===== src/hw/wbfab_macros.svh =====
// Widths, slave count and memory map of the Wishbone slave fabric
// Slave k owns the 32 words whose top three address bits equal k

`ifndef WBFAB_MACROS_SVH
`define WBFAB_MACROS_SVH

// Word address width
`define WBFAB_AW		8
// Data bus width
`define WBFAB_DW		32
// One select bit per data byte
`define WBFAB_SELW		4
// Number of scratch memory slaves
`define WBFAB_NS		4
// Word index inside one slave
`define WBFAB_IDXW		5
// Top address bits that name a slave
`define WBFAB_SLAVE_BITS	3
// Words held by each slave
`define WBFAB_MEM_WORDS		(1 << `WBFAB_IDXW)
// Compare mask over the slave naming bits
`define WBFAB_ADDR_MASK		{{`WBFAB_SLAVE_BITS{1'b1}}, {`WBFAB_IDXW{1'b0}}}

`endif


===== src/hw/wbfab_pkg.sv =====
// Shared types for the Wishbone slave fabric
// One master request and one slave response, as packed structs

`include "wbfab_macros.svh"

package wbfab_pkg;

	////////////////////////////////////////////////////////////
	// Request from the master side
	////////////////////////////////////////////////////////////

	// Travels from the master through the decoder to every slave
	typedef struct packed {
		// High for a write, low for a read
		logic				we;
		// Word address
		logic [`WBFAB_AW-1:0]		addr;
		// Write data, ignored on reads
		logic [`WBFAB_DW-1:0]		wdata;
		// Byte lane enables for writes
		logic [`WBFAB_SELW-1:0]	sel;
	} wb_req_t;

	////////////////////////////////////////////////////////////
	// Response from one slave
	////////////////////////////////////////////////////////////

	// Ack is a single cycle pulse, no back-pressure on responses
	typedef struct packed {
		logic				ack;
		// Only meaningful in the ack cycle of a read
		logic [`WBFAB_DW-1:0]		rdata;
	} wb_rsp_t;

endpackage


===== src/hw/scratch_ram_port.sv =====
// Scratch memory slave with byte selects
// Reads ack one cycle after acceptance; writes also go busy for a cycle

`timescale 1ns/1ps
`default_nettype none

`include "wbfab_macros.svh"

module scratch_ram_port (
	input  logic			i_clk,
	input  logic			i_reset,
	input  logic			i_sel,
	input  logic			i_valid,
	input  wbfab_pkg::wb_req_t	i_req,
	output logic			o_busy,
	output wbfab_pkg::wb_rsp_t	o_rsp
);

	logic [`WBFAB_DW-1:0]	mem [0:`WBFAB_MEM_WORDS-1];
	logic [`WBFAB_IDXW-1:0]	idx;
	logic			accept;
	logic			ack_q;
	logic [`WBFAB_DW-1:0]	rdata_q;

	// Low address bits pick the word
	assign idx = i_req.addr[`WBFAB_IDXW-1:0];

	// Busy slave refuses the request, the decoder holds it
	assign accept = i_sel && i_valid && !o_busy;

	////////////////////////////////////////////////////////////
	// Memory array
	////////////////////////////////////////////////////////////

	always_ff @(posedge i_clk)
	begin
		if (i_reset)
		begin
			// Cleared so never written words read back as zero
			for (int w = 0; w < `WBFAB_MEM_WORDS; w++)
				mem[w] <= '0;
		end
		else if (accept && i_req.we)
		begin
			// Only the enabled byte lanes change
			for (int b = 0; b < `WBFAB_SELW; b++)
				if (i_req.sel[b])
					mem[idx][8*b +: 8] <= i_req.wdata[8*b +: 8];
		end
	end

	// Ack and write busy, both one cycle pulses
	always_ff @(posedge i_clk)
	begin
		if (i_reset)
		begin
			ack_q  <= 1'b0;
			o_busy <= 1'b0;
		end
		else
		begin
			ack_q  <= accept;
			o_busy <= accept && i_req.we;
		end
	end

	// Read word captured at acceptance
	always_ff @(posedge i_clk)
	begin
		if (accept && !i_req.we)
			rdata_q <= mem[idx];
	end

	assign o_rsp = '{ack: ack_q, rdata: rdata_q};

endmodule

`default_nettype wire


===== config.mk =====
export PLATFORM = sky130hd
export DESIGN_NAME = scratch_ram_port
export DESIGN_NICKNAME = d
export VERILOG_FILES = /design/src/hw/wbfab_pkg.sv /design/src/hw/scratch_ram_port.sv
export VERILOG_INCLUDE_DIRS = /design/src /design/src/hw
export SDC_FILE = /design/constraint.sdc
export NUM_CORES = 1
export LEC_CHECK = 0
export BUFFER_PORTS_ARGS = -buffer_cell sky130_fd_sc_hd__buf_2
export CAP_MARGIN = 30
export CORE_ASPECT_RATIO = 0.9
export CORE_MARGIN = 1.5
export CORE_UTILIZATION = 35
export DETAILED_ROUTE_END_ITERATION = 16
export PLACE_DENSITY = 0.62
export SLEW_MARGIN = 20
export SYNTH_ARGS = -nofsm -noshare
export SYNTH_HDL_FRONTEND = slang
export SYNTH_SLANG_ARGS = --single-unit

===== constraint.sdc =====
create_clock -name i_clk -period 2.9 [get_ports i_clk]
set_input_delay 0.145 -clock i_clk [delete_from_list [all_inputs] [get_ports i_clk]]
set_output_delay 0.145 -clock i_clk [all_outputs]
set_load 0.005 [all_outputs]

# Yosys cells after proc, flatten, opt, wreduce, memory -nomap -nowiden
# Memories as Yosys holds them, arrays and structs flattened. A register that Yosys moved wholly into a read port is not among the register bits.
# Index checks and enable logic that the tools add are counted.
[op_classes]
mux = 21
reduce_logical = 7
[op_table]
columns = ["cell", "count"]
rows = [
  ["$mux W32", 1],
  ["$reduce_or A32 Y1", 1],
  ["$mux W1", 18],
  ["$mux W5", 1],
  ["$logic_and A1 B1 Y1", 4],
  ["$mux W4", 1],
  ["$logic_not A1 Y1", 2],
]
[word_totals]
register_bits = 2
ramBits = 1024
in_bits = 49
out_inout_bits = 34
elab_cells = 31
memories = 1
[mem_list]
columns = ["memory", "words", "width", "read_ports", "rd_clocked_by_memory_dff", "write_ports", "line", "text"]
rows = [
  ["mem", 32, 32, 1, 1, 32, "scratch_ram_port.sv:19", "logic [`WBFAB_DW-1:0] mem [0:`WBFAB_MEM_WORDS-1];"],
]

# Logic depth before layout (Yosys ltp)
[logic_depth]
ltp_word = 8
depth_mapped = 7
ltp_nobuf = 4

# Worst setup path after synthesis
# No wires, ideal clock.
[synth_path]
kind = "reg-to-reg"
start = "register o_busy"
end = "register rdata_q[0], read port of mem, enable pin"
t_arrival_ns = 2.565
t_required_ns = 2.439
setup_slack_ns = -0.126
path_stages_with_launch = 2
period_less_slack_ns = 3.026
path_cell_list = "dfxtp_1 -> nor3_1"
[synth_between]
elab_chain_len = 3
[synth_rtl]
columns = ["element", "line", "text"]
rows = [
  ["from (decl)", "scratch_ram_port.sv:15", "output logic o_busy,"],
  ["from (signal assigned)", "scratch_ram_port.sv:63", "o_busy <= accept && i_req.we;"],
  ["$logic_not A1 Y1", "scratch_ram_port.sv:29", "assign accept = i_sel && i_valid && !o_busy;"],
  ["$logic_and A1 B1 Y1", "scratch_ram_port.sv:29", ""],
  ["$logic_and A1 B1 Y1", "scratch_ram_port.sv:70", "if (accept && !i_req.we)"],
  ["to (decl)", "scratch_ram_port.sv:23", "logic [`WBFAB_DW-1:0] rdata_q;"],
]
# Every way passes these cells.
# A chain may end at the register's enable or synchronous reset.

==> out/qor.yml <==
run_status:
  status: "finished, final reports clean"
critical_path:
  crit_arrival_ns: 2.97
  path_class: "reg -> reg"
  end_kind: "flop"
  path_buf_inv: 1
  critPathLaunchType: "flop"
  required_ns: 3.28
  critical-path-top-delay-family: "simple AND/OR/NAND/NOR gates"
  critPathMaxStageDelay_ns: 0.69
  cp_slowest_cell: "nor2_1"
  crit_chain: "and4bb_1 > nand3_1 > buf_12 > nor2_1 > or2_2"
  critPathLaunch: "o_busy$_SDFF_PP0_"
  r2r-start: "o_busy$_SDFF_PP0_"
  path_max_fanout: 32
hold_path:
  hp-start: "i_req[5]"
  hp-class: "in -> reg"
finish:
  fillCellCount: 12435
  nets: 3642
  fin_area_mm2: 0.05460
  multiInputGateArea_mm2: 0.01540
  diodes: 0
  final_core_util_pct: 40.16
  regArea_mm2: 0.03175
  layout_common_cells: "1,056 x edfxtp_1, 1,026 x and2_1, 512 x mux2i_1"
  area_growth_pct: 13.31
  final_common_cell: "edfxtp_1"
  drive_above_1_share_pct: 13.65
detailed_routing:
  vias_per_cell: 5.049
  dr_wl_met2_mm: 57.84
  drc: 0
  wl_met3_mm: 8.519
  num_vias: 27792
  wl_per_cell_um: 23.00
  postRouteAntennaNets: 0
  firstDrtPassIters: 5
  drt-initial-drc-count: 2506
  wl_mm: 126.6
  wl_met1_mm: 56.99
  routed.top_layer: "met5"
sta:
  hold_ws_ns: 0.1512
  timing.final.ws_setup_ns: 0.3118
  slew_viol_final: 0
  max_slew_margin_pct: 40.38
  final-setup-viol-count: 0
  tightestPinTransition_ns: 0.8910
  fin_crit_sh_pct: 89.25
  rsz0062_at_grt: "false"
  fin_skew_ns: 0.03170
  fmax_mhz: 386.4
  setup_tns_ns: 0
  min_period_ns: 2.588
  hold_viol: 0
power_and_ir_drop:
  ir_worst_vdd_mv: 0.5299
  power_density_mw_per_mm2: 607.8
  leakage_nw: 21.15
yosys:
  synth_area_per_cell_um2: 13.69
  synthDistinctLibCells: 26
  syn_inst: 3520
  synth-seq-area-share_pct: 65.89
  syn-cell-area_mm2: 0.04819
  ys_ff_latch: 1058
  syn_nets: 3569
  ys_warn_count: 0
placed_design:
  dp_hpwl_mm: 80.81
  place_congestion: 0.8387
  portBuffers: 79
  dp_slack_ns: 0.1901
  placed_cell_area_mm2: 0.05096
clock_tree:
  ctsResizeCount: 0
  cts-htree-levels: 3
  postCtsHoldBufs: 4
  numCtsBuffers: 112
  clock_latency_ns: 0.72
  ctsRootBufferMaster: "clkbuf_16"
  clock_sinks: 1058
  cts.clk_slew.worst_paths_ns: 0.06
  post_cts_buffers: 0
  clockBufferDepth: 3
  cts_tree: "built"
floorplanning:
  initial_core_util_pct: 35.44
  dieArea_mm2: 0.1399
  io_pins: 83
  die_w_um: 394.1
  die_h_um: 355.0
  coreArea_mm2: 0.1360
  fp-row-count: 128
flow_run:
  drv_cap: 0
global_route:
  gr-total-overflow: 0
  grt_pass1_vias: 27357
  grt_pass1_wl_mm: 182.7
  antenna_found_initial: 6
  grt_util_all_layers_pct: 17.69
  grt_max_degree: 129
==> layer usage <==
| layer | vias up | track usage, % |
|---|---|---|
| li1 | 12927 | - |
| met1 | 13864 | 24.82 |
| met2 | 817 | 27.96 |
| met3 | 178 | 3.379 |
| met4 | 6 | 4.927 |
| met5 | - | 0 |
==> final timing paths <==
kind,endpoint,slack (ns),cells after the start
hold reg to reg,rdata_q[28]$_DFFE_PP_,0.73,4
setup / recovery,mem[16][30]$_SDFFCE_PN0P_,0.31,5
setup reg to reg,mem[16][30]$_SDFFCE_PN0P_,0.31,5
hold / removal,mem[5][1]$_SDFFCE_PN0P_,0.15,2
==> registers in the layout, summed over array words and instances, names as in the netlist <==
signal	flops
mem	1024
rdata_q	32
ack_q	1
o_busy	1
==> stage by stage <==
step,cells,total power (W)
final,5504,0.03318
after global routing,5504,0.03408
after CTS,5504,0.03335
after detailed placement,5295,0.01938
after global placement,5295,0.01935
after floorplan,3520,0.01866
==> cell families (layout without fill, tap and decap cells) <==
logic type | Yosys count | in the layout | synth area share, %
and+or+nand+nor | 1444 | 1444 | 17.90
DFF | 1058 | 1058 | 65.89
muxes | 512 | 512 | 10.64
AOI/OAI and AO/OA | 256 | 256 | 3.324
buffers and inverters | 250 | 414 | 2.249
==> worst register-to-register path, cell delays in order (launching register included) <==
cell	delay (ns)
dfxtp_1	0.35
and4bb_1	0.40
nand3_1	0.19
buf_12	0.23
nor2_1	0.71
or2_2	0.38
==> where the power goes <==
group | internal (W) | switching [W]
Sequential | 0.0172 | 0.000117
Combinational | 0.000527 | 0.00123
Clock | 0.00817 | 0.00596
Total | 0.0259 | 0.00731
==> Yosys cell counts <==
cell	count	area share, %
edfxtp_1	1056	66
and2_1	1026	13
mux2i_1	512	11
o22ai_1	256	3.3
clkbuf_1	152	1.2
nor2_1	130	1.0
or2_2	128	1.7
buf_2	91	0.95
nor4_1	64	0.83
nand2_1	61	0.48
nand3_1	8	0.083
nand4bb_1	6	0.14
buf_4	4	0.062
nand4b_1	4	0.073
or4b_1	4	0.083
and3b_1	3	0.055
buf_6	2	0.047
dfxtp_1	2	0.083
nor2b_1	2	0.026
nor3_1	2	0.021
nor3b_2	2	0.052
and3_1	1	0.013
and4bb_1	1	0.026
clkbuf_2	1	0.010
nand4_1	1	0.013
or4_1	1	0.016
==> area by class of cell <==
class                      count  share of cell area, %
clock buffer                 130                  5.296
clock inverter                75                  1.306
multi-input combinational   2212                  28.20
sequential                  1058                  58.15
tap                         1820                  4.171
timing repair buffer         209                  2.874
Power figures use the tool's default switching activity.
