<file path="src/hw/wbfab_macros.svh">
// Widths, slave count and memory map of the Wishbone slave fabric
// Slave k owns the 32 words whose top three address bits equal k

`ifndef WBFAB_MACROS_SVH
`define WBFAB_MACROS_SVH

// Word address width
`define WBFAB_AW		8
// Data bus width
`define WBFAB_DW		32
// One select bit per data byte
`define WBFAB_SELW		4
// Number of scratch memory slaves
`define WBFAB_NS		4
// Word index inside one slave
`define WBFAB_IDXW		5
// Top address bits that name a slave
`define WBFAB_SLAVE_BITS	3
// Words held by each slave
`define WBFAB_MEM_WORDS		(1 << `WBFAB_IDXW)
// Compare mask over the slave naming bits
`define WBFAB_ADDR_MASK		{{`WBFAB_SLAVE_BITS{1'b1}}, {`WBFAB_IDXW{1'b0}}}

`endif

</file>
<file path="src/hw/wbfab_pkg.sv">
// Shared types for the Wishbone slave fabric
// One master request and one slave response, as packed structs

`include "wbfab_macros.svh"

package wbfab_pkg;

	////////////////////////////////////////////////////////////
	// Request from the master side
	////////////////////////////////////////////////////////////

	// Travels from the master through the decoder to every slave
	typedef struct packed {
		// High for a write, low for a read
		logic				we;
		// Word address
		logic [`WBFAB_AW-1:0]		addr;
		// Write data, ignored on reads
		logic [`WBFAB_DW-1:0]		wdata;
		// Byte lane enables for writes
		logic [`WBFAB_SELW-1:0]	sel;
	} wb_req_t;

	////////////////////////////////////////////////////////////
	// Response from one slave
	////////////////////////////////////////////////////////////

	// Ack is a single cycle pulse, no back-pressure on responses
	typedef struct packed {
		logic				ack;
		// Only meaningful in the ack cycle of a read
		logic [`WBFAB_DW-1:0]		rdata;
	} wb_rsp_t;

endpackage

</file>
<file path="src/hw/wb_addr_decode.sv">
// Registered address decoder for the pipelined Wishbone fabric
// Produces a one-hot slave select plus an unmapped bit, and holds
// the registered request while the selected slave stalls

`timescale 1ns/1ps
`default_nettype none

`include "wbfab_macros.svh"

module wb_addr_decode (
	input  logic				i_clk,
	input  logic				i_reset,
	// Master side
	input  logic				i_valid,
	input  wbfab_pkg::wb_req_t		i_req,
	output logic				o_stall,
	// Slave side
	output logic				o_valid,
	input  logic				i_stall,
	output logic [`WBFAB_NS:0]		o_decode,
	output wbfab_pkg::wb_req_t		o_req
);

	// Only the slave naming bits take part in the compare
	localparam logic [`WBFAB_AW-1:0] ADDR_MASK = `WBFAB_ADDR_MASK;

	logic [`WBFAB_NS:0]	request;

	////////////////////////////////////////////////////////////
	// Combinational decode
	////////////////////////////////////////////////////////////

	always_comb
	begin : decode_comb
		logic			none_sel;
		logic [`WBFAB_AW-1:0]	slave_base;

		// Assume no slave matches until one proves otherwise
		none_sel = 1'b1;
		for (int k = 0; k < `WBFAB_NS; k++)
		begin
			// Base of slave k has k in its top bits
			slave_base = '0;
			slave_base[`WBFAB_AW-1 -: `WBFAB_SLAVE_BITS] =
				k[`WBFAB_SLAVE_BITS-1:0];
			request[k] = i_valid
				&& (((i_req.addr ^ slave_base) & ADDR_MASK) == '0);
			if (request[k])
				none_sel = 1'b0;
		end
		// Extra bit flags a request that will end in a bus error
		request[`WBFAB_NS] = i_valid && none_sel;
	end

	////////////////////////////////////////////////////////////
	// Output register
	////////////////////////////////////////////////////////////

	// Stall only when something is actually held
	assign o_stall = o_valid && i_stall;

	// Valid advances whenever the held entry is consumed
	always_ff @(posedge i_clk)
	begin
		if (i_reset)
			o_valid <= 1'b0;
		else if (!o_stall)
			o_valid <= i_valid;
	end

	// Decode follows valid, zero whenever nothing is requested
	always_ff @(posedge i_clk)
	begin
		if (i_reset)
			o_decode <= '0;
		else if (!o_stall)
			o_decode <= request;
	end

	// Request payload, held stable while stalled
	always_ff @(posedge i_clk)
	begin
		if (!o_stall)
			o_req <= i_req;
	end

endmodule

`default_nettype wire

</file>
<file path="config.mk">
export PLATFORM = sky130hd
export DESIGN_NAME = wb_addr_decode
export DESIGN_NICKNAME = d
export VERILOG_FILES = /design/src/hw/wbfab_pkg.sv /design/src/hw/wb_addr_decode.sv
export VERILOG_INCLUDE_DIRS = /design/src /design/src/hw
export SDC_FILE = /design/constraint.sdc
export NUM_CORES = 1
export LEC_CHECK = 0
export ABC_AREA = 1
export BUFFER_PORTS_ARGS = -buffer_cell sky130_fd_sc_hd__buf_2
export CORE_MARGIN = 4
export CORE_UTILIZATION = 35
export CTS_CLUSTER_SIZE = 10
export DETAILED_ROUTE_END_ITERATION = 16
export PLACE_DENSITY = 0.77
export SYNTH_ARGS = -nofsm -noshare
export SYNTH_HDL_FRONTEND = slang
export SYNTH_SLANG_ARGS = --single-unit
</file>
<file path="constraint.sdc">
create_clock -name i_clk -period 1.5 [get_ports i_clk]
set_input_delay 0.3 -clock i_clk [delete_from_list [all_inputs] [get_ports i_clk]]
set_output_delay 0.3 -clock i_clk [all_outputs]
set_load 0.02 [all_outputs]
</file>
# Word level (Yosys, flattened, before mapping)
# Cells that the tools add are included.
[op_classes] n_lt_le_gt_ge=0 div=0 bitwise=3 n_eq_ne=0 reduce_logical=10 n_addsub=0 shifts=0 multipliers=0 n_mux=4
[ops] op="8-bit zero test" n=4
[ops] op="1-bit logical AND" n=6
[ops] op="1-bit two-way mux" n=4
[ops] op="1-bit inverter" n=2
[ops] op="2-bit inverter" n=1
[word_totals] romBits=0 out_inout_bits=52 memories=0 latchBits=0 regBits=51 mem_bits_rw=0

# Logic depth before layout (Yosys ltp)
# Gate-level depths: netlist of the first run.
[logic_depth] ltp_word=7 depth_mapped=4 depth_no_buf=4

# Least setup slack after synthesis of the first run
# OpenSTA, ideal clock, no wires.
[synth_timing] path_type="register to output" startpoint="register o_valid" endpoint="output o_stall" required_time_ns=1.200 arrival_time_ns=1.087 stages_incl_launch_ff=3 path_slack_ns=0.113 cell_sequence="dfxtp_1 > nand2_4 > clkinv_2"
[synth_between] elab_chain_cells=1
[synth_rtl] item="from (decl)" line="wb_addr_decode.sv:18" rtl="output logic o_valid,"
[synth_rtl] item="from (signal assigned)" line="wb_addr_decode.sv:68" rtl="o_valid <= i_valid;"
[synth_rtl] item="1-bit logical AND" line="wb_addr_decode.sv:60" rtl="assign o_stall = o_valid && i_stall;"
[synth_rtl] item="to (decl)" line="wb_addr_decode.sv:16" rtl="output logic o_stall,"
# Every way passes these cells.

# Worst setup path after layout of the first run
# Same ends and word-level chain as after synthesis.

==> results of run 1 <==
routing by layer:
| metal | wire, µm | up-vias |
|---|---|---|
| met4 | 44 | 0 |
| met1 | 1430 | 502 |
| met3 | 383 | 6 |
| li1 | - | 528 |
| met2 | 1790 | 68 |
| met5 | 0 | - |
critical path, stage by stage, from the launching register on:
cell      delay, ns
dfxtp_1        0.45
nand2_4        0.10
clkinv_2       0.06
buf_2          0.16
cell usage after synthesis:
cell type	count
a21oi_1	5
a21oi_2	1
nand2_2	1
nand3_1	5
clkinv_2	1
nor2_1	4
edfxtp_1	45
dfxtp_1	6
nand2_1	9
nand2_4	1
inv_1	9
final timing paths:
path / cells after the start / endpoint / startpoint
worst max-delay path: 3 / o_stall / o_valid$_SDFFE_PP0N_
worst min register to register: 2 / o_decode[4]$_SDFFE_PP0N_ / o_decode[4]$_SDFFE_PP0N_
worst max register to register: 2 / o_req[26]$_DFFE_PN_ / o_valid$_SDFFE_PP0N_
worst min-delay path: 1 / o_req[19]$_DFFE_PN_ / i_req[19]
where the power goes:
| group | internal, µW | leakage [µW] | switching (µW) |
|---|---|---|---|
| logic | 121 | 0.000507 | 215 |
| registers | 1640 | 0.000515 | 23.7 |
| clock network | 666 | 0.0000654 | 420 |
state kept, by name, summed over array words and instances, names as in the netlist:
signal    count
o_decode      5
o_valid       1
o_req        45
layout by cell type (no fill, tap or decap):
cell type,instances
a21oi_1,5
buf_4,1
a21oi_2,1
nor2_1,4
clkbuf_8,5
buf_12,1
bufinv_16,2
nand2_2,1
clkbuf_1,1
nand2_4,1
inv_1,9
clkinv_2,1
dfxtp_1,6
nand2_1,9
edfxtp_1,45
nand3_1,5
buf_2,100
metrics by stage:
stage / cells / hold slack (ns) / instance area (µm²) / worst slack, ns / utilization (%)
final: 249 / 0.173 / 2360 / 0.134 / 53.1
after global placement: 241 / 0.467 / 2230 / 0.336 / 50.1
after global routing: 249 / 0.157 / 2360 / 0.0758 / 53.1
after CTS: 249 / 0.161 / 2360 / 0.114 / 53.1
after floorplan: 87 / 0.362 / 1640 / 0.113 / -
after detailed placement: 241 / 0.469 / 2230 / 0.309 / 50.1
layout make-up:
cell class | instances | area (µm²) | share of cell area (%)
clock buffers | 6 | 72.6 | 3.07
clock inverters | 2 | 60.1 | 2.54
multi-input cells | 26 | 125 | 5.30
inverters | 10 | 38.8 | 1.64
repair buffers | 102 | 528 | 22.4
flip-flops and latches | 51 | 1470 | 62.3
well taps | 52 | 65.1 | 2.76
cells by family (layout without fill, tap and decap cells):
logic type | count (synthesis) | after routing
AO/OA/AOI/OAI | 6 | 6
buffers and inverters | 10 | 120
flip-flops | 51 | 51
AND/OR/NAND/NOR | 20 | 20
==> flow_summary.toml, run 1 <==
[run_status]
outcome = "finished, final reports clean"

[placed_design]
portBuffers = 100
gp_congestion = 0.744
place_hpwl_um = 2840

[global_route]
antenna_found_initial = 0
grt_max_degree = 27
grt.total_usage_pct = 12.5
grt_use_met1_pct = 13.9
grt_remaining_overflow = 0
grt_pass1_vias = 1073
grt-busiest-layer = "met2"
grtUsageMet2_pct = 21.2
grt_pass1_wl_um = 5560
grt.met3_usage_pct = 5.56

[yosys]
ys_top_cells_by_area = "edfxtp_1 (83%), dfxtp_1 (7.3%), inv_1 (2.1%)"
synthMuxAreaShare_pct = 0
yosys.area_share.simple_pct = 5.59
synth_warnings = 0
synth_area_um2 = 1640
syn_inst = 87
synth_top_family_by_area = "simple AND/OR/NAND/NOR gates"
synth_fa_ha_area_share_pct = 0
netlist.area_leader.share_pct = 82.6
yosysTopAreaCell = "edfxtp_1"
synth-xor-area-share_pct = 0
yosysSeqAreaShare_pct = 90.0
synth-compound-area-share_pct = 2.07
avgSynthCellArea_um2 = 18.8
synth_cell_type_count = 11
synth_nets = 136
synth_seq_cells = 51

[die]
coreArea_um2 = 4440
die_area_um2 = 5830
num_rows = 24
die_w_um = 76.4
die_y_um = 76.4
ios = 101
start_util_pct = 36.8

[power]
ir_worst_vdd_mv = 0.499
power.total_uw = 3090
p_leak_uw = 0.00109
powerDensity_nw_per_um2 = 1310

[drt]
drt_iter0_drc = 55
firstDrtPassIters = 4
viasPerCell = 4.43
drc = 0
detail-route-antenna-nets = 0
routed_wl_um = 3640
vias = 1104
routedWlPerCell_um = 14.6

[clock_tree]
cts_root_buf = "clkbuf_8"
cts_made_buffers = 5
hold_buffers = 0
clock-sinks = 51
h-tree-depth = 2
worstSkewPairLatency_ns = 0.29
cts_resized = 0
cts_max_path_buffers = 2
postCtsSetupRepairBufs = 0
clkTransAtPathRegs_ns = 0.09
cts_tree = "built"

[final_layout]
area_growth_syn_to_layout_pct = 44.4
layout-drive-gt1-share_pct = 57.4
nFillCells = 393
nets = 245
antenna_cells = 0

[job]
cap_violations = 0

[setup_path]
path_max_fanout = 6
start_kind = "flop"
ff2ff_setup_slack_ns = 0.36
cp_data_arrival_time_ns = 1.07
worstSetupPathType = "reg -> out"
required_ns = 1.20
cp-end-kind = "primary output"

[sta]
setup_tns_ns = 0
maxSlewHeadroom_pct = 79.0
fin_crit_ns = 1.37
rsz0062_at_grt = "no"
setup_viol = 0
worst_pin_slew_ns = 0.316
period_share_pct = 91.1
slew_violations = 0
max_freq_ghz = 0.732
finClkSkew_ns = 0.00549
hold_violations = 0

[worst_hold_path]
hold_class = "in -> reg"
Power figures use the tool's default switching activity.
==> inputs of run 2 (changes only) <==
==> constraint.sdc (replaced) <==
create_clock -name i_clk -period 1.6 [get_ports i_clk]
set_input_delay 0.32 -clock i_clk [delete_from_list [all_inputs] [get_ports i_clk]]
set_output_delay 0.32 -clock i_clk [all_outputs]
set_load 0.02 [all_outputs]
==> run 2 against run 1 <==
  * Sequential share of layout area increased by 1.5 points
  * Critical path depth stayed put
  * Hold slack improved by 0.020 ns
  * Power decreased by 17%
  * Cell count unchanged
  * Largest cell class unchanged
  * Global-route usage increased by 0.12 points
  * Flip-flop and latch count did not move
  * First-iteration DRC count increased by 22%
  * Combinational power shrank 7.4%
  * Clock-buffer cell count decreased by 1
  * Utilization down 1.3 points
  * Register-to-register slack improved by 0.10 ns
==> flow_summary.toml, run 2 (synthesis gave the netlist of run 1 again) <==
[placed_design]
place_hpwl_um = 2770
gp_congestion = 0.751
portBuffers = 100

[die]
coreArea_um2 = 4440
num_rows = 24
start_util_pct = 36.8
die_area_um2 = 5830
ios = 101
die_y_um = 76.4
die_w_um = 76.4

[clock_tree]
hold_buffers = 0
worstSkewPairLatency_ns = 0.29
cts_root_buf = "clkbuf_8"
cts_tree = "built"
cts_max_path_buffers = 2
clkTransAtPathRegs_ns = 0.09
h-tree-depth = 2
cts_resized = 0
postCtsSetupRepairBufs = 0
cts_made_buffers = 5
clock-sinks = 51

[sta]
whs_ns = 0.194
finClkSkew_ns = 0.00232
fin_crit_ns = 1.37
hold_violations = 0
worst_pin_slew_ns = 0.328
period_share_pct = 85.7
setup_tns_ns = 0
rsz0062_at_grt = "no"
max_freq_ghz = 0.729
setup_viol = 0
slew_violations = 0
maxSlewHeadroom_pct = 78.1

[drt]
viasPerCell = 4.45
firstDrtPassIters = 4
routedWlPerCell_um = 14.2
detail-route-antenna-nets = 0
routed_wl_um = 3540
drt_iter0_drc = 67
vias = 1109
drc = 0

[setup_path]
worstSetupPathType = "reg -> out"
required_ns = 1.28
cp_data_arrival_time_ns = 1.05
start_kind = "flop"
path_max_fanout = 6
cp-end-kind = "primary output"

[global_route]
grt.total_usage_pct = 12.6
grt_remaining_overflow = 0
grt_pass1_vias = 1127
grt_pass1_wl_um = 5580
grt_max_degree = 29
antenna_found_initial = 0

[power]
powerDensity_nw_per_um2 = 1120
p_leak_uw = 0.00106
ir_worst_vdd_mv = 0.318

[worst_hold_path]
hold_class = "in -> reg"

[run_status]
outcome = "finished, final reports clean"

[final_layout]
nets = 245
mostFrequentLayoutCell = "buf_2"
area_growth_syn_to_layout_pct = 40.9
reg_top3 = "o_req: 45 flops, o_decode: 5 flops, o_valid: 1 flops"
final_cell_mix = "buf_2 (100), edfxtp_1 (45), inv_1 (9), nand2_1 (9), dfxtp_1 (6)"
antenna_cells = 0
max_flop_register = "o_req"
layout-drive-gt1-share_pct = 57.4
largest_reg_flops = 45
nFillCells = 395

[job]
cap_violations = 0
==> run 2: power by group <==
group / internal (µW) / switching (µW) / total, µW
Sequential: 1540 / 22.3 / 1560
Clock: 305 / 396 / 701
Combinational: 110 / 200 / 311
Total: 1960 / 618 / 2580
==> run 2: worst max-delay path, stage by stage (launching register included) <==
cell,delay (ns)
dfxtp_1,0.46
nand2_4,0.09
clkinv_2,0.06
buf_2,0.15
==> run 2: path summary, 6_finish.rpt <==
path	to	depth (start not counted)	from	slack, ns
setup / recovery	o_stall	3	o_valid$_SDFFE_PP0N_	0.23
hold / removal	o_req[28]$_DFFE_PN_	1	i_req[28]	0.19
setup reg to reg	o_req[26]$_DFFE_PN_	2	o_valid$_SDFFE_PP0N_	0.46
hold reg to reg	o_decode[4]$_SDFFE_PP0N_	2	o_decode[4]$_SDFFE_PP0N_	0.48
==> run 2: through the flow <==
step	util (%)	area (µm²)	std cells	power (µW)	worst slack, ns
floorplan	-	1640	87	1750	0.193
global placement	49.9	2220	241	1900	0.416
detailed placement	49.9	2220	241	1910	0.396
CTS	51.9	2300	249	2600	0.213
global route	51.9	2300	249	2690	0.141
finish	51.9	2300	249	2580	0.229
==> run 2: cell type report <==
type                            instances  area [µm²]  area share, %
Tap cell                               52        65.1           2.82
Sequential cell                        51        1470           63.8
Clock inverter                          3        20.0          0.869
Clock buffer                            5        68.8           2.99
Timing Repair Buffer                  102         515           22.4
Inverter                               10        38.8           1.68
Multi-Input combinational cell         26         125           5.43
==> run 2: layer usage <==
layer,track usage [%],share of wire [%],up-vias
li1,-,-,528
met1,13.2,40,505
met2,22.5,49,68
met3,4.61,8.8,8
met4,5.62,2.1,0
met5,0,0,-
