===== config.mk =====
export PLATFORM = sky130hd
export DESIGN_NAME = wb_resp_merge
export DESIGN_NICKNAME = d
export VERILOG_FILES = /design/src/hw/wbfab_pkg.sv /design/src/hw/wb_resp_merge.sv
export VERILOG_INCLUDE_DIRS = /design/src /design/src/hw
export SDC_FILE = /design/constraint.sdc
export NUM_CORES = 1
export LEC_CHECK = 0
export BUFFER_PORTS_ARGS = -buffer_cell sky130_fd_sc_hd__buf_2
export CELL_PAD_IN_SITES_DETAIL_PLACEMENT = 1
export CELL_PAD_IN_SITES_GLOBAL_PLACEMENT = 2
export CORE_MARGIN = 2
export CORE_UTILIZATION = 10
export DETAILED_ROUTE_END_ITERATION = 12
export PLACE_DENSITY_LB_ADDON = 0.1
export SETUP_SLACK_MARGIN = 0.3
export SLEW_MARGIN = 10
export SYNTH_ARGS = -nofsm -noshare
export SYNTH_HDL_FRONTEND = slang
export SYNTH_SLANG_ARGS = --single-unit

===== constraint.sdc =====
create_clock -name i_clk -period 0.89 [get_ports i_clk]
set_clock_uncertainty 0.05 [all_clocks]
set_input_delay 0.089 -clock i_clk [delete_from_list [all_inputs] [get_ports i_clk]]
set_output_delay 0.089 -clock i_clk [all_outputs]
set_load 0.005 [all_outputs]

===== src/hw/wbfab_macros.svh =====
// Widths, slave count and memory map of the Wishbone slave fabric
// Slave k owns the 32 words whose top three address bits equal k

`ifndef WBFAB_MACROS_SVH
`define WBFAB_MACROS_SVH

// Word address width
`define WBFAB_AW		8
// Data bus width
`define WBFAB_DW		32
// One select bit per data byte
`define WBFAB_SELW		4
// Number of scratch memory slaves
`define WBFAB_NS		4
// Word index inside one slave
`define WBFAB_IDXW		5
// Top address bits that name a slave
`define WBFAB_SLAVE_BITS	3
// Words held by each slave
`define WBFAB_MEM_WORDS		(1 << `WBFAB_IDXW)
// Compare mask over the slave naming bits
`define WBFAB_ADDR_MASK		{{`WBFAB_SLAVE_BITS{1'b1}}, {`WBFAB_IDXW{1'b0}}}

`endif


===== src/hw/wbfab_pkg.sv =====
// Shared types for the Wishbone slave fabric
// One master request and one slave response, as packed structs

`include "wbfab_macros.svh"

package wbfab_pkg;

	////////////////////////////////////////////////////////////
	// Request from the master side
	////////////////////////////////////////////////////////////

	// Travels from the master through the decoder to every slave
	typedef struct packed {
		// High for a write, low for a read
		logic				we;
		// Word address
		logic [`WBFAB_AW-1:0]		addr;
		// Write data, ignored on reads
		logic [`WBFAB_DW-1:0]		wdata;
		// Byte lane enables for writes
		logic [`WBFAB_SELW-1:0]	sel;
	} wb_req_t;

	////////////////////////////////////////////////////////////
	// Response from one slave
	////////////////////////////////////////////////////////////

	// Ack is a single cycle pulse, no back-pressure on responses
	typedef struct packed {
		logic				ack;
		// Only meaningful in the ack cycle of a read
		logic [`WBFAB_DW-1:0]		rdata;
	} wb_rsp_t;

endpackage


===== src/hw/wb_resp_merge.sv =====
// Response merger for the Wishbone slave fabric
// Routes slave busy back as stall, folds slave acks into one response,
// and turns unmapped requests into a bus error pulse

`timescale 1ns/1ps
`default_nettype none

`include "wbfab_macros.svh"

module wb_resp_merge (
	input  logic			i_clk,
	input  logic			i_reset,
	// Held decoder entry
	input  logic			i_valid,
	input  logic [`WBFAB_NS:0]	i_decode,
	// Slave side
	input  logic [`WBFAB_NS-1:0]	i_busy,
	input  wbfab_pkg::wb_rsp_t	i_rsp [0:`WBFAB_NS-1],
	// Back to the decoder and the master
	output logic			o_stall,
	output logic			o_ack,
	output logic			o_err,
	output logic [`WBFAB_DW-1:0]	o_rdata
);

	////////////////////////////////////////////////////////////
	// Stall routing
	////////////////////////////////////////////////////////////

	// Busy of the selected slave only, unmapped never stalls
	always_comb
	begin
		o_stall = 1'b0;
		for (int k = 0; k < `WBFAB_NS; k++)
			if (i_decode[k])
				o_stall = i_valid && i_busy[k];
	end

	// Unmapped entry is consumed at once, error one cycle later
	// so it lines up with a slave ack
	always_ff @(posedge i_clk)
	begin
		if (i_reset)
			o_err <= 1'b0;
		else
			o_err <= i_valid && i_decode[`WBFAB_NS];
	end

	////////////////////////////////////////////////////////////
	// Ack and read data merge
	////////////////////////////////////////////////////////////

	// One slave acks at a time, so an OR of masked data is enough
	always_comb
	begin
		o_ack   = 1'b0;
		o_rdata = '0;
		for (int k = 0; k < `WBFAB_NS; k++)
		begin
			o_ack = o_ack | i_rsp[k].ack;
			if (i_rsp[k].ack)
				o_rdata = o_rdata | i_rsp[k].rdata;
		end
	end

endmodule

`default_nettype wire


# [After elaboration in Yosys (flattened, before gate mapping)]
# Index checks and enable logic that the tools add are counted.
[totals] out_inout_bits=35 in_bits=144 regBits=1 elab_cells=20
[op_classes] bitwise=6 n_mux=8 n_reduce_logical=5
[ops] cell="$mux 32" n=4
[ops] cell="$or 32x32->32" n=3
[ops] cell="$logic_and 1x1->1" n=5
[ops] cell="$mux 1" n=4
[ops] cell="$or 1x1->1" n=3

# [Logic depth before layout (Yosys ltp)]
# Gate-level depths: netlist (run 1).
[depth] word_depth=7 depth_mapped=4 ltp_nobuf=3

# [Worst setup path before layout (run 1)]
# No wires, ideal clock.
[synth_timing] path_kind="input port to output port" from="in i_rsp[98] (netlist name)" to="out o_ack" t_required_ns=0.751 path_slack_ns=0.035 arrival_ns=0.716 path_stages=2 cell_sequence="buf_2 or4_4"
[synth_via] elab_chain_len=3
[synth_lines] element="start: declaration" line="wb_resp_merge.sv:18" rtl="input wbfab_pkg::wb_rsp_t i_rsp [0:`WBFAB_NS-1],"
[synth_lines] element="$or 1x1->1 (3 in series)" line="wb_resp_merge.sv:60" rtl="o_ack = o_ack | i_rsp[k].ack;"
[synth_lines] element="end: declaration" line="wb_resp_merge.sv:21" rtl="output logic o_ack,"
# Every way passes these cells.

# [Worst setup path after layout (run 1)]
[layout_timing] from="in i_decode[1]" to="out o_stall"
[layout_via] elab_chain_len=3
[layout_lines] element="start: declaration" line="wb_resp_merge.sv:15" rtl="input logic [`WBFAB_NS:0] i_decode,"
[layout_lines] element="$mux 1 (3 in series)" line="wb_resp_merge.sv:35" rtl="if (i_decode[k])"
[layout_lines] element="end: declaration" line="wb_resp_merge.sv:20" rtl="output logic o_stall,"
# Every way passes these cells.

==> results of run 1 <==
[what timing repair did]
action	4_1_cts	5_1_grt
pin swaps	28	24
gates resized for setup	99	0
cloned	10	0
buffers inserted	0	1
endpoints found under the setup margin	34	34
[power breakdown]
| part | total, mW | internal [mW] | switching, mW |
|---|---|---|---|
| sequential | 0.0479 | 0.0476 | 0.000341 |
| clock | 0 | 0 | 0 |
| combinational | 1.29 | 0.768 | 0.524 |
| total | 1.34 | 0.816 | 0.525 |
[cells in the final DEF (no fill, tap or decap)]
cell	synthesis	routed
nor2_1	1	1
nand3b_1	1	1
a21boi_1	1	1
nand2_1	34	34
dfxtp_1	1	1
a22oi_2	0	64
or4_4	1	1
buf_12	0	12
buf_6	1	2
inv_1	1	1
buf_16	0	11
a221o_1	1	1
a21oi_1	1	1
buf_2	10	172
[per-stage QoR]
stage / util / setup WS [ns] / TNS (ns) / hold WS (ns) / area [sq um]
finish: 0.3493 / -0.1153 / -0.4042 / 0.2050 / 2547
global route: 0.3493 / -0.1916 / -0.9625 / 0.2086 / 2547
CTS: 0.3466 / -0.1277 / -0.2476 / 0.2056 / 2527
detailed placement: 0.2512 / -0.1352 / -1.800 / 0.2045 / 1832
global placement: 0.2512 / -0.1169 / -1.609 / 0.1963 / 1832
floorplan: - / 0.04218 / 0 / 0.1105 / 924.6
[cell families (layout without fill, tap and decap cells)]
kind of cell	after synthesis	count (layout)
flops	1	1
buf+inv	17	198
simple gates	37	37
compound gates	67	67
[per-layer routing]
| metal | GRT usage | vias to the layer above | part of all wire |
|---|---|---|---|
| met5 | 0 | - | 0 |
| met4 | 0.005051 | 0 | 0.0037 |
| met3 | 0.02739 | 2 | 0.075 |
| met2 | 0.2932 | 104 | 0.50 |
| met1 | 0.2201 | 836 | 0.42 |
| li1 | - | 859 | - |
[layout make-up]
cell class	instances	area (sq um)
timing repair buffer	197	1426
multi-input combinational	104	973.4
tap	99	123.9
sequential	1	20.02
inverter	1	3.754
fill	916	4745
[worst max-delay path, delay by kind of cell]
family | cells | cell delay (ns)
compound gates | 2 | 0.41
buf+inv | 2 | 0.22
simple gates | 1 | 0.14
[worst min path at each step]
stage | slack, ns | startpoint | end | depth (start not counted)
6_report | 0.21 | i_reset | o_err$_SDFF_PP0_ | 2
5_1_grt | 0.21 | i_reset | o_err$_SDFF_PP0_ | 2
4_1_cts | 0.21 | i_reset | o_err$_SDFF_PP0_ | 2
3_5_place_dp | 0.20 | i_reset | o_err$_SDFF_PP0_ | 2
3_3_place_gp | 0.20 | i_reset | o_err$_SDFF_PP0_ | 2
2_1_floorplan | 0.11 | i_reset | o_err$_SDFF_PP0_ | 1
==> flow_summary.yaml, run 1 <==
setup_path:
  crit_path_end: "o_stall"
  path_max_fanout: 2
  start_kind: "input port"
  required_ns: 0.75
  crit_type: "in2out"
  cpPeakStageDelay_ns: 0.29
  endpoint_kind: "primary output"
  critPathSlowestCell: "a221o_1"
  crit_chain: "buf_6 > nand3b_1 > a221o_1 > a21boi_1 > buf_2"
  arrival_ns: 0.87
  cp-startpoint: "i_decode[1]"
pwr:
  pwr_density_cell_nw_per_um2: 526.3
  power_mw: 1.341
  peakVddDrop_v: 0.0002640
  p_leak_nw: 1.221
yosys:
  ys_seq_area_frac: 0.02645
  synth_xor_area_frac: 0
  synthMuxAreaShare: 0
  yosysUniqueCellTypes: 13
  synth_fa_ha_area_frac: 0
  synth_top_family_by_area: "compound AO/OA/AOI/OAI gates"
  synth-simple-area-share: 0.1983
  synth_compound_area_frac: 0.6645
  async_flop_share: 0
  avgSynthCellArea_sq_um: 6.205
  yosys.area.top_type: "a22oi_1"
  yosysTopAreaCellShare: 0.6347
  synth.most_common_cell: "a22oi_1"
  synthCells: 122
  syn_area_sq_um: 757.0
  synth-main-ff-cell: "dfxtp_1"
  yosysWarnings: 0
  synth-seq-cells: 1
  syn_nets: 266
  synth_common_cells: "a22oi_1, nand2_1, buf_2"
  synth-edff-count: 0
  synth_area_leaders: "a22oi_1, nand2_1, buf_2"
cells_and_area:
  drive_gt1_frac: 0.8647
  largest_reg_flops: 1
  largest_register: "o_err"
  fin_nets: 449
  final_cells: 402
  insertedDiodeCount: 0
  reg.largest.list: "o_err: 1 flops"
  syn_to_final_growth_pct: 236.5
route:
  wl_microns: 7095
  via_per_inst: 4.480
  num_vias: 1801
  first_pass_iters: 4
  drtIter0Drc: 13
  avgRoutedWirePerCell_microns: 17.65
  antenna_left: 0
  drc: 0
timing:
  tightest_slew_ns: 0.1467
  worst_slack_ns: -0.1153
  finalSetupViolations: 12
  slew_headroom: 0.9022
  period_needed_ns: 1.005
  fmax_mhz: 994.7
  finalMaxSlewViolations: 0
  hold_viol: 0
  rsz0062_at_grt: "yes"
  post-route-period-util: 1.130
placement:
  place_inst: 391
  io_buffer_count: 178
  hpwlAfterDp_microns: 4910
  gp_congestion: 0.7074
cts:
  clk_pin_slew_worst_paths_ns: 0
  holdBufCountCts: 0
die:
  rows: 31
  io_pins: 179
  die_area_sq_um: 8282
  chipHeight_microns: 91.01
  start_util: 0.1038
  core_sq_um: 7292
  die_w_microns: 91.01
global_routing:
  grt_pass1_wl_microns: 10900
  grt_remaining_overflow: 0
  grt_max_degree: 16
  grt.total_usage: 0.1650
  grt_pass1_vias: 1893
  antenna_found_initial: 0
run:
  max_cap_viol_count: 0
run_status:
  status: "finished, violations left"
  violations: "negative setup slack"
min_path:
  min_path_type: "in2reg"
Note: power is estimated with default switching activity, not from simulation.
==> inputs of run 2 (changes only) <==
- clock period: 0.89 -> 1.19 ns (I/O delays scaled with it)
==> flow_summary.yaml, run 2 (synthesis gave the netlist of run 1 again) <==
die:
  die_w_microns: 91.01
  die_area_sq_um: 8282
  core_sq_um: 7292
  rows: 31
  chipHeight_microns: 91.01
  io_pins: 179
  start_util: 0.1038
setup_path:
  endpoint_kind: "primary output"
  required_ns: 1.02
  start_kind: "input port"
  path_max_fanout: 2
  crit_type: "in2out"
  arrival_ns: 0.90
global_routing:
  grt_remaining_overflow: 0
  grt.total_usage: 0.1572
  grt_pass1_wl_microns: 10470
  grt_max_degree: 17
  grt_pass1_vias: 1904
  antenna_found_initial: 0
pwr:
  p_leak_nw: 1.234
  power_mw: 1.009
  peakVddDrop_v: 0.0002496
  pwr_density_cell_nw_per_um2: 392.9
min_path:
  min_path_type: "in2reg"
cts:
  clk_pin_slew_worst_paths_ns: 0
  holdBufCountCts: 0
run:
  max_cap_viol_count: 0
cells_and_area:
  fin_nets: 451
  insertedDiodeCount: 0
  most-common-layout-cells: "buf_2, a22oi_2, nand2_1"
  largest_register: "o_err"
  final_common_cell: "buf_2"
  final_cells: 404
  syn_to_final_growth_pct: 239.2
  largest_reg_flops: 1
  drive_gt1_frac: 0.8623
  reg.largest.list: "o_err: 1 flops"
route:
  num_vias: 1800
  wl_microns: 6878
  via_per_inst: 4.455
  drtIter0Drc: 19
  avgRoutedWirePerCell_microns: 17.02
  drc: 0
  first_pass_iters: 4
  antenna_left: 0
timing:
  rsz0062_at_grt: "yes"
  period_needed_ns: 1.070
  finalSetupViolations: 0
  setup_total_negative_slack_ns: 0
  tightest_slew_ns: 0.1476
  hold_viol: 0
  finalMaxSlewViolations: 0
  fmax_mhz: 934.5
  post-route-period-util: 0.8993
  whs_ns: 0.2286
  slew_headroom: 0.9016
placement:
  hpwlAfterDp_microns: 4747
  gp_congestion: 0.6845
  place_inst: 391
  io_buffer_count: 178
run_status:
  status: "finished, final reports clean"
-- run 2: layout make-up --
| cell class | count | area [sq um] |
|---|---|---|
| well taps | 99 | 123.9 |
| inverters | 1 | 3.754 |
| fillers | 934 | 4725 |
| repair buffers | 199 | 1451 |
| flip-flops and latches | 1 | 20.02 |
| multi-input cells | 104 | 968.4 |
-- run 2: metal layers --
| metal | vias up | share of wire | global-route usage |
|---|---|---|---|
| met1 | 848 | 0.40 | 0.1902 |
| met2 | 93 | 0.52 | 0.3019 |
| li1 | 859 | - | - |
| met5 | - | 0 | 0 |
| met4 | 0 | 0 | 0.005051 |
| met3 | 0 | 0.078 | 0.02822 |
-- run 2: through the flow --
step                      instance area (sq um)  utilization  setup slack (ns)
final                                      2567       0.3521            0.1199
after detailed placement                   1752       0.2402            0.1149
after floorplan                           763.2            -            0.2821
after global placement                     1752       0.2402            0.1206
after CTS                                  2554       0.3502            0.1151
after global routing                       2567       0.3521           0.06151
-- run 2: power by group --
group	internal (mW)	total [mW]	switching, mW
logic	0.580	0.973	0.393
clock network	0	0	0
registers	0.0356	0.0358	0.000232
-- run 2: timing repair --
item	4_1_cts	5_1_grt
endpoints found under the setup margin	34	34
buffers inserted	3	0
pin swaps	15	21
endpoints found under the hold margin	0	0
resized for setup	109	3
gates cloned	10	0
-- run 2: critical path, cell delays in order --
cell and delay [ns]:
buf_2 0.10, nand3b_1 0.14, a221o_1 0.30, a21boi_1 0.12, buf_2 0.12
-- run 2: final timing paths --
kind	depth (start not counted)	from	to	slack, ns
max	5	i_decode[1]	o_stall	0.12
min	2	i_reset	o_err$_SDFF_PP0_	0.23
==> inputs of run 3 (changes only) <==
- CORE_ASPECT_RATIO: not set -> 1.1
- CORE_MARGIN: 2 -> 8
==> flow_summary.yaml, run 3 (synthesis gave the netlist of run 1 again) <==
global_routing:
  grt.total_usage: 0.1312
  grt_pass1_wl_microns: 11270
  grt_max_degree: 17
  grt_pass1_vias: 2047
  grt_remaining_overflow: 0
  antenna_found_initial: 0
timing:
  fmax_mhz: 929.1
  rsz0062_at_grt: "yes"
  finalSetupViolations: 0
  setup_total_negative_slack_ns: 0
  finalMaxSlewViolations: 0
  period_needed_ns: 1.076
  slew_headroom: 0.8863
  hold_viol: 0
  tightest_slew_ns: 0.1705
  worst_slack_ns: 0.1137
  post-route-period-util: 0.9045
cells_and_area:
  final_common_cell: "buf_2"
  drive_gt1_frac: 0.7987
  insertedDiodeCount: 0
  most-common-layout-cells: "buf_2, a22oi_2, nand2_1"
  largest_register: "o_err"
  reg.largest.list: "o_err: 1 flops"
  fin_nets: 454
  fillers: 930
  final_cells: 395
  largest_reg_flops: 1
  syn_to_final_growth_pct: 223.8
  final-seq-area_sq_um: 20.02
  multiInputGateArea_sq_um: 868.3
  utilization: 0.3316
die:
  rows: 33
  chipHeight_microns: 107.3
  die_w_microns: 98.96
  start_util: 0.1024
  core_sq_um: 7391
  io_pins: 179
  die_area_sq_um: 10610
placement:
  gp_congestion: 0.7100
  io_buffer_count: 178
  place_inst: 382
  post-place-ws_ns: 0.07818
  hpwlAfterDp_microns: 5678
setup_path:
  crit_chain: "buf_12 > or4_4 > buf_6"
  crit_family: "simple AND/OR/NAND/NOR gates"
  arrival_ns: 0.91
  critPathBufInv: 2
  start_kind: "input port"
  crit_type: "in2out"
  critPathSlowestCell: "or4_4"
  cpPeakStageDelay_ns: 0.51
  endpoint_kind: "primary output"
  path_max_fanout: 7
  required_ns: 1.02
pwr:
  p_leak_nw: 1.233
  peakVddDrop_v: 0.0001110
  pwr_density_cell_nw_per_um2: 390.3
route:
  drc: 0
  antenna_left: 0
  avgRoutedWirePerCell_microns: 18.90
  wl_microns: 7467
  via_per_inst: 4.534
  first_pass_iters: 4
  drtIter0Drc: 26
  num_vias: 1791
min_path:
  min_path_type: "in2reg"
run_status:
  status: "finished, final reports clean"
cts:
  holdBufCountCts: 0
  clk_pin_slew_worst_paths_ns: 0
run:
  max_cap_viol_count: 0
run 3: area by class of cell:
type                            instances  area share
Multi-Input combinational cell        104      0.3543
Inverter                                1    0.001531
Sequential cell                         1    0.008167
Timing Repair Buffer                  202      0.5916
Tap cell                               87     0.04441
run 3: metal layers:
metal,wire (microns),share of wire,vias up,GRT usage
met5,0,0,-,0
met4,0,0,0,0
met3,921,0.12,0,0.05175
met2,3946,0.53,106,0.2507
met1,2599,0.35,820,0.1395
li1,-,-,865,-
run 3: final timing paths:
path | depth (start not counted) | from | slack, ns | endpoint
setup / recovery | 3 | i_rsp[131] | 0.11 | o_ack
hold / removal | 2 | i_reset | 0.23 | o_err$_SDFF_PP0_
run 3: stage by stage:
step                      instance area, sq um  hold WS (ns)  total power [mW]
after floorplan                          763.2        0.1405            0.2801
after detailed placement                  1772        0.2347            0.6789
after CTS                                 2435        0.2353            0.9736
final                                     2451        0.2310            0.9567
after global placement                    1772        0.2313            0.6789
after global routing                      2451        0.2410             1.041
run 3: repair_timing:
action | 4_1_cts | 5_1_grt
endpoints found under the hold margin | 0 | 0
cloned | 10 | 0
endpoints found under the setup margin | 34 | 34
pin swaps | 25 | 14
setup buffers | 3 | 0
resized for setup | 83 | 5
run 3: power breakdown:
part	total [mW]	switching (mW)	leakage, nW	internal [mW]
sequential	0.0358	0.000232	0.00822	0.0356
clock	0	0	0	0
combinational	0.921	0.364	1.22	0.557
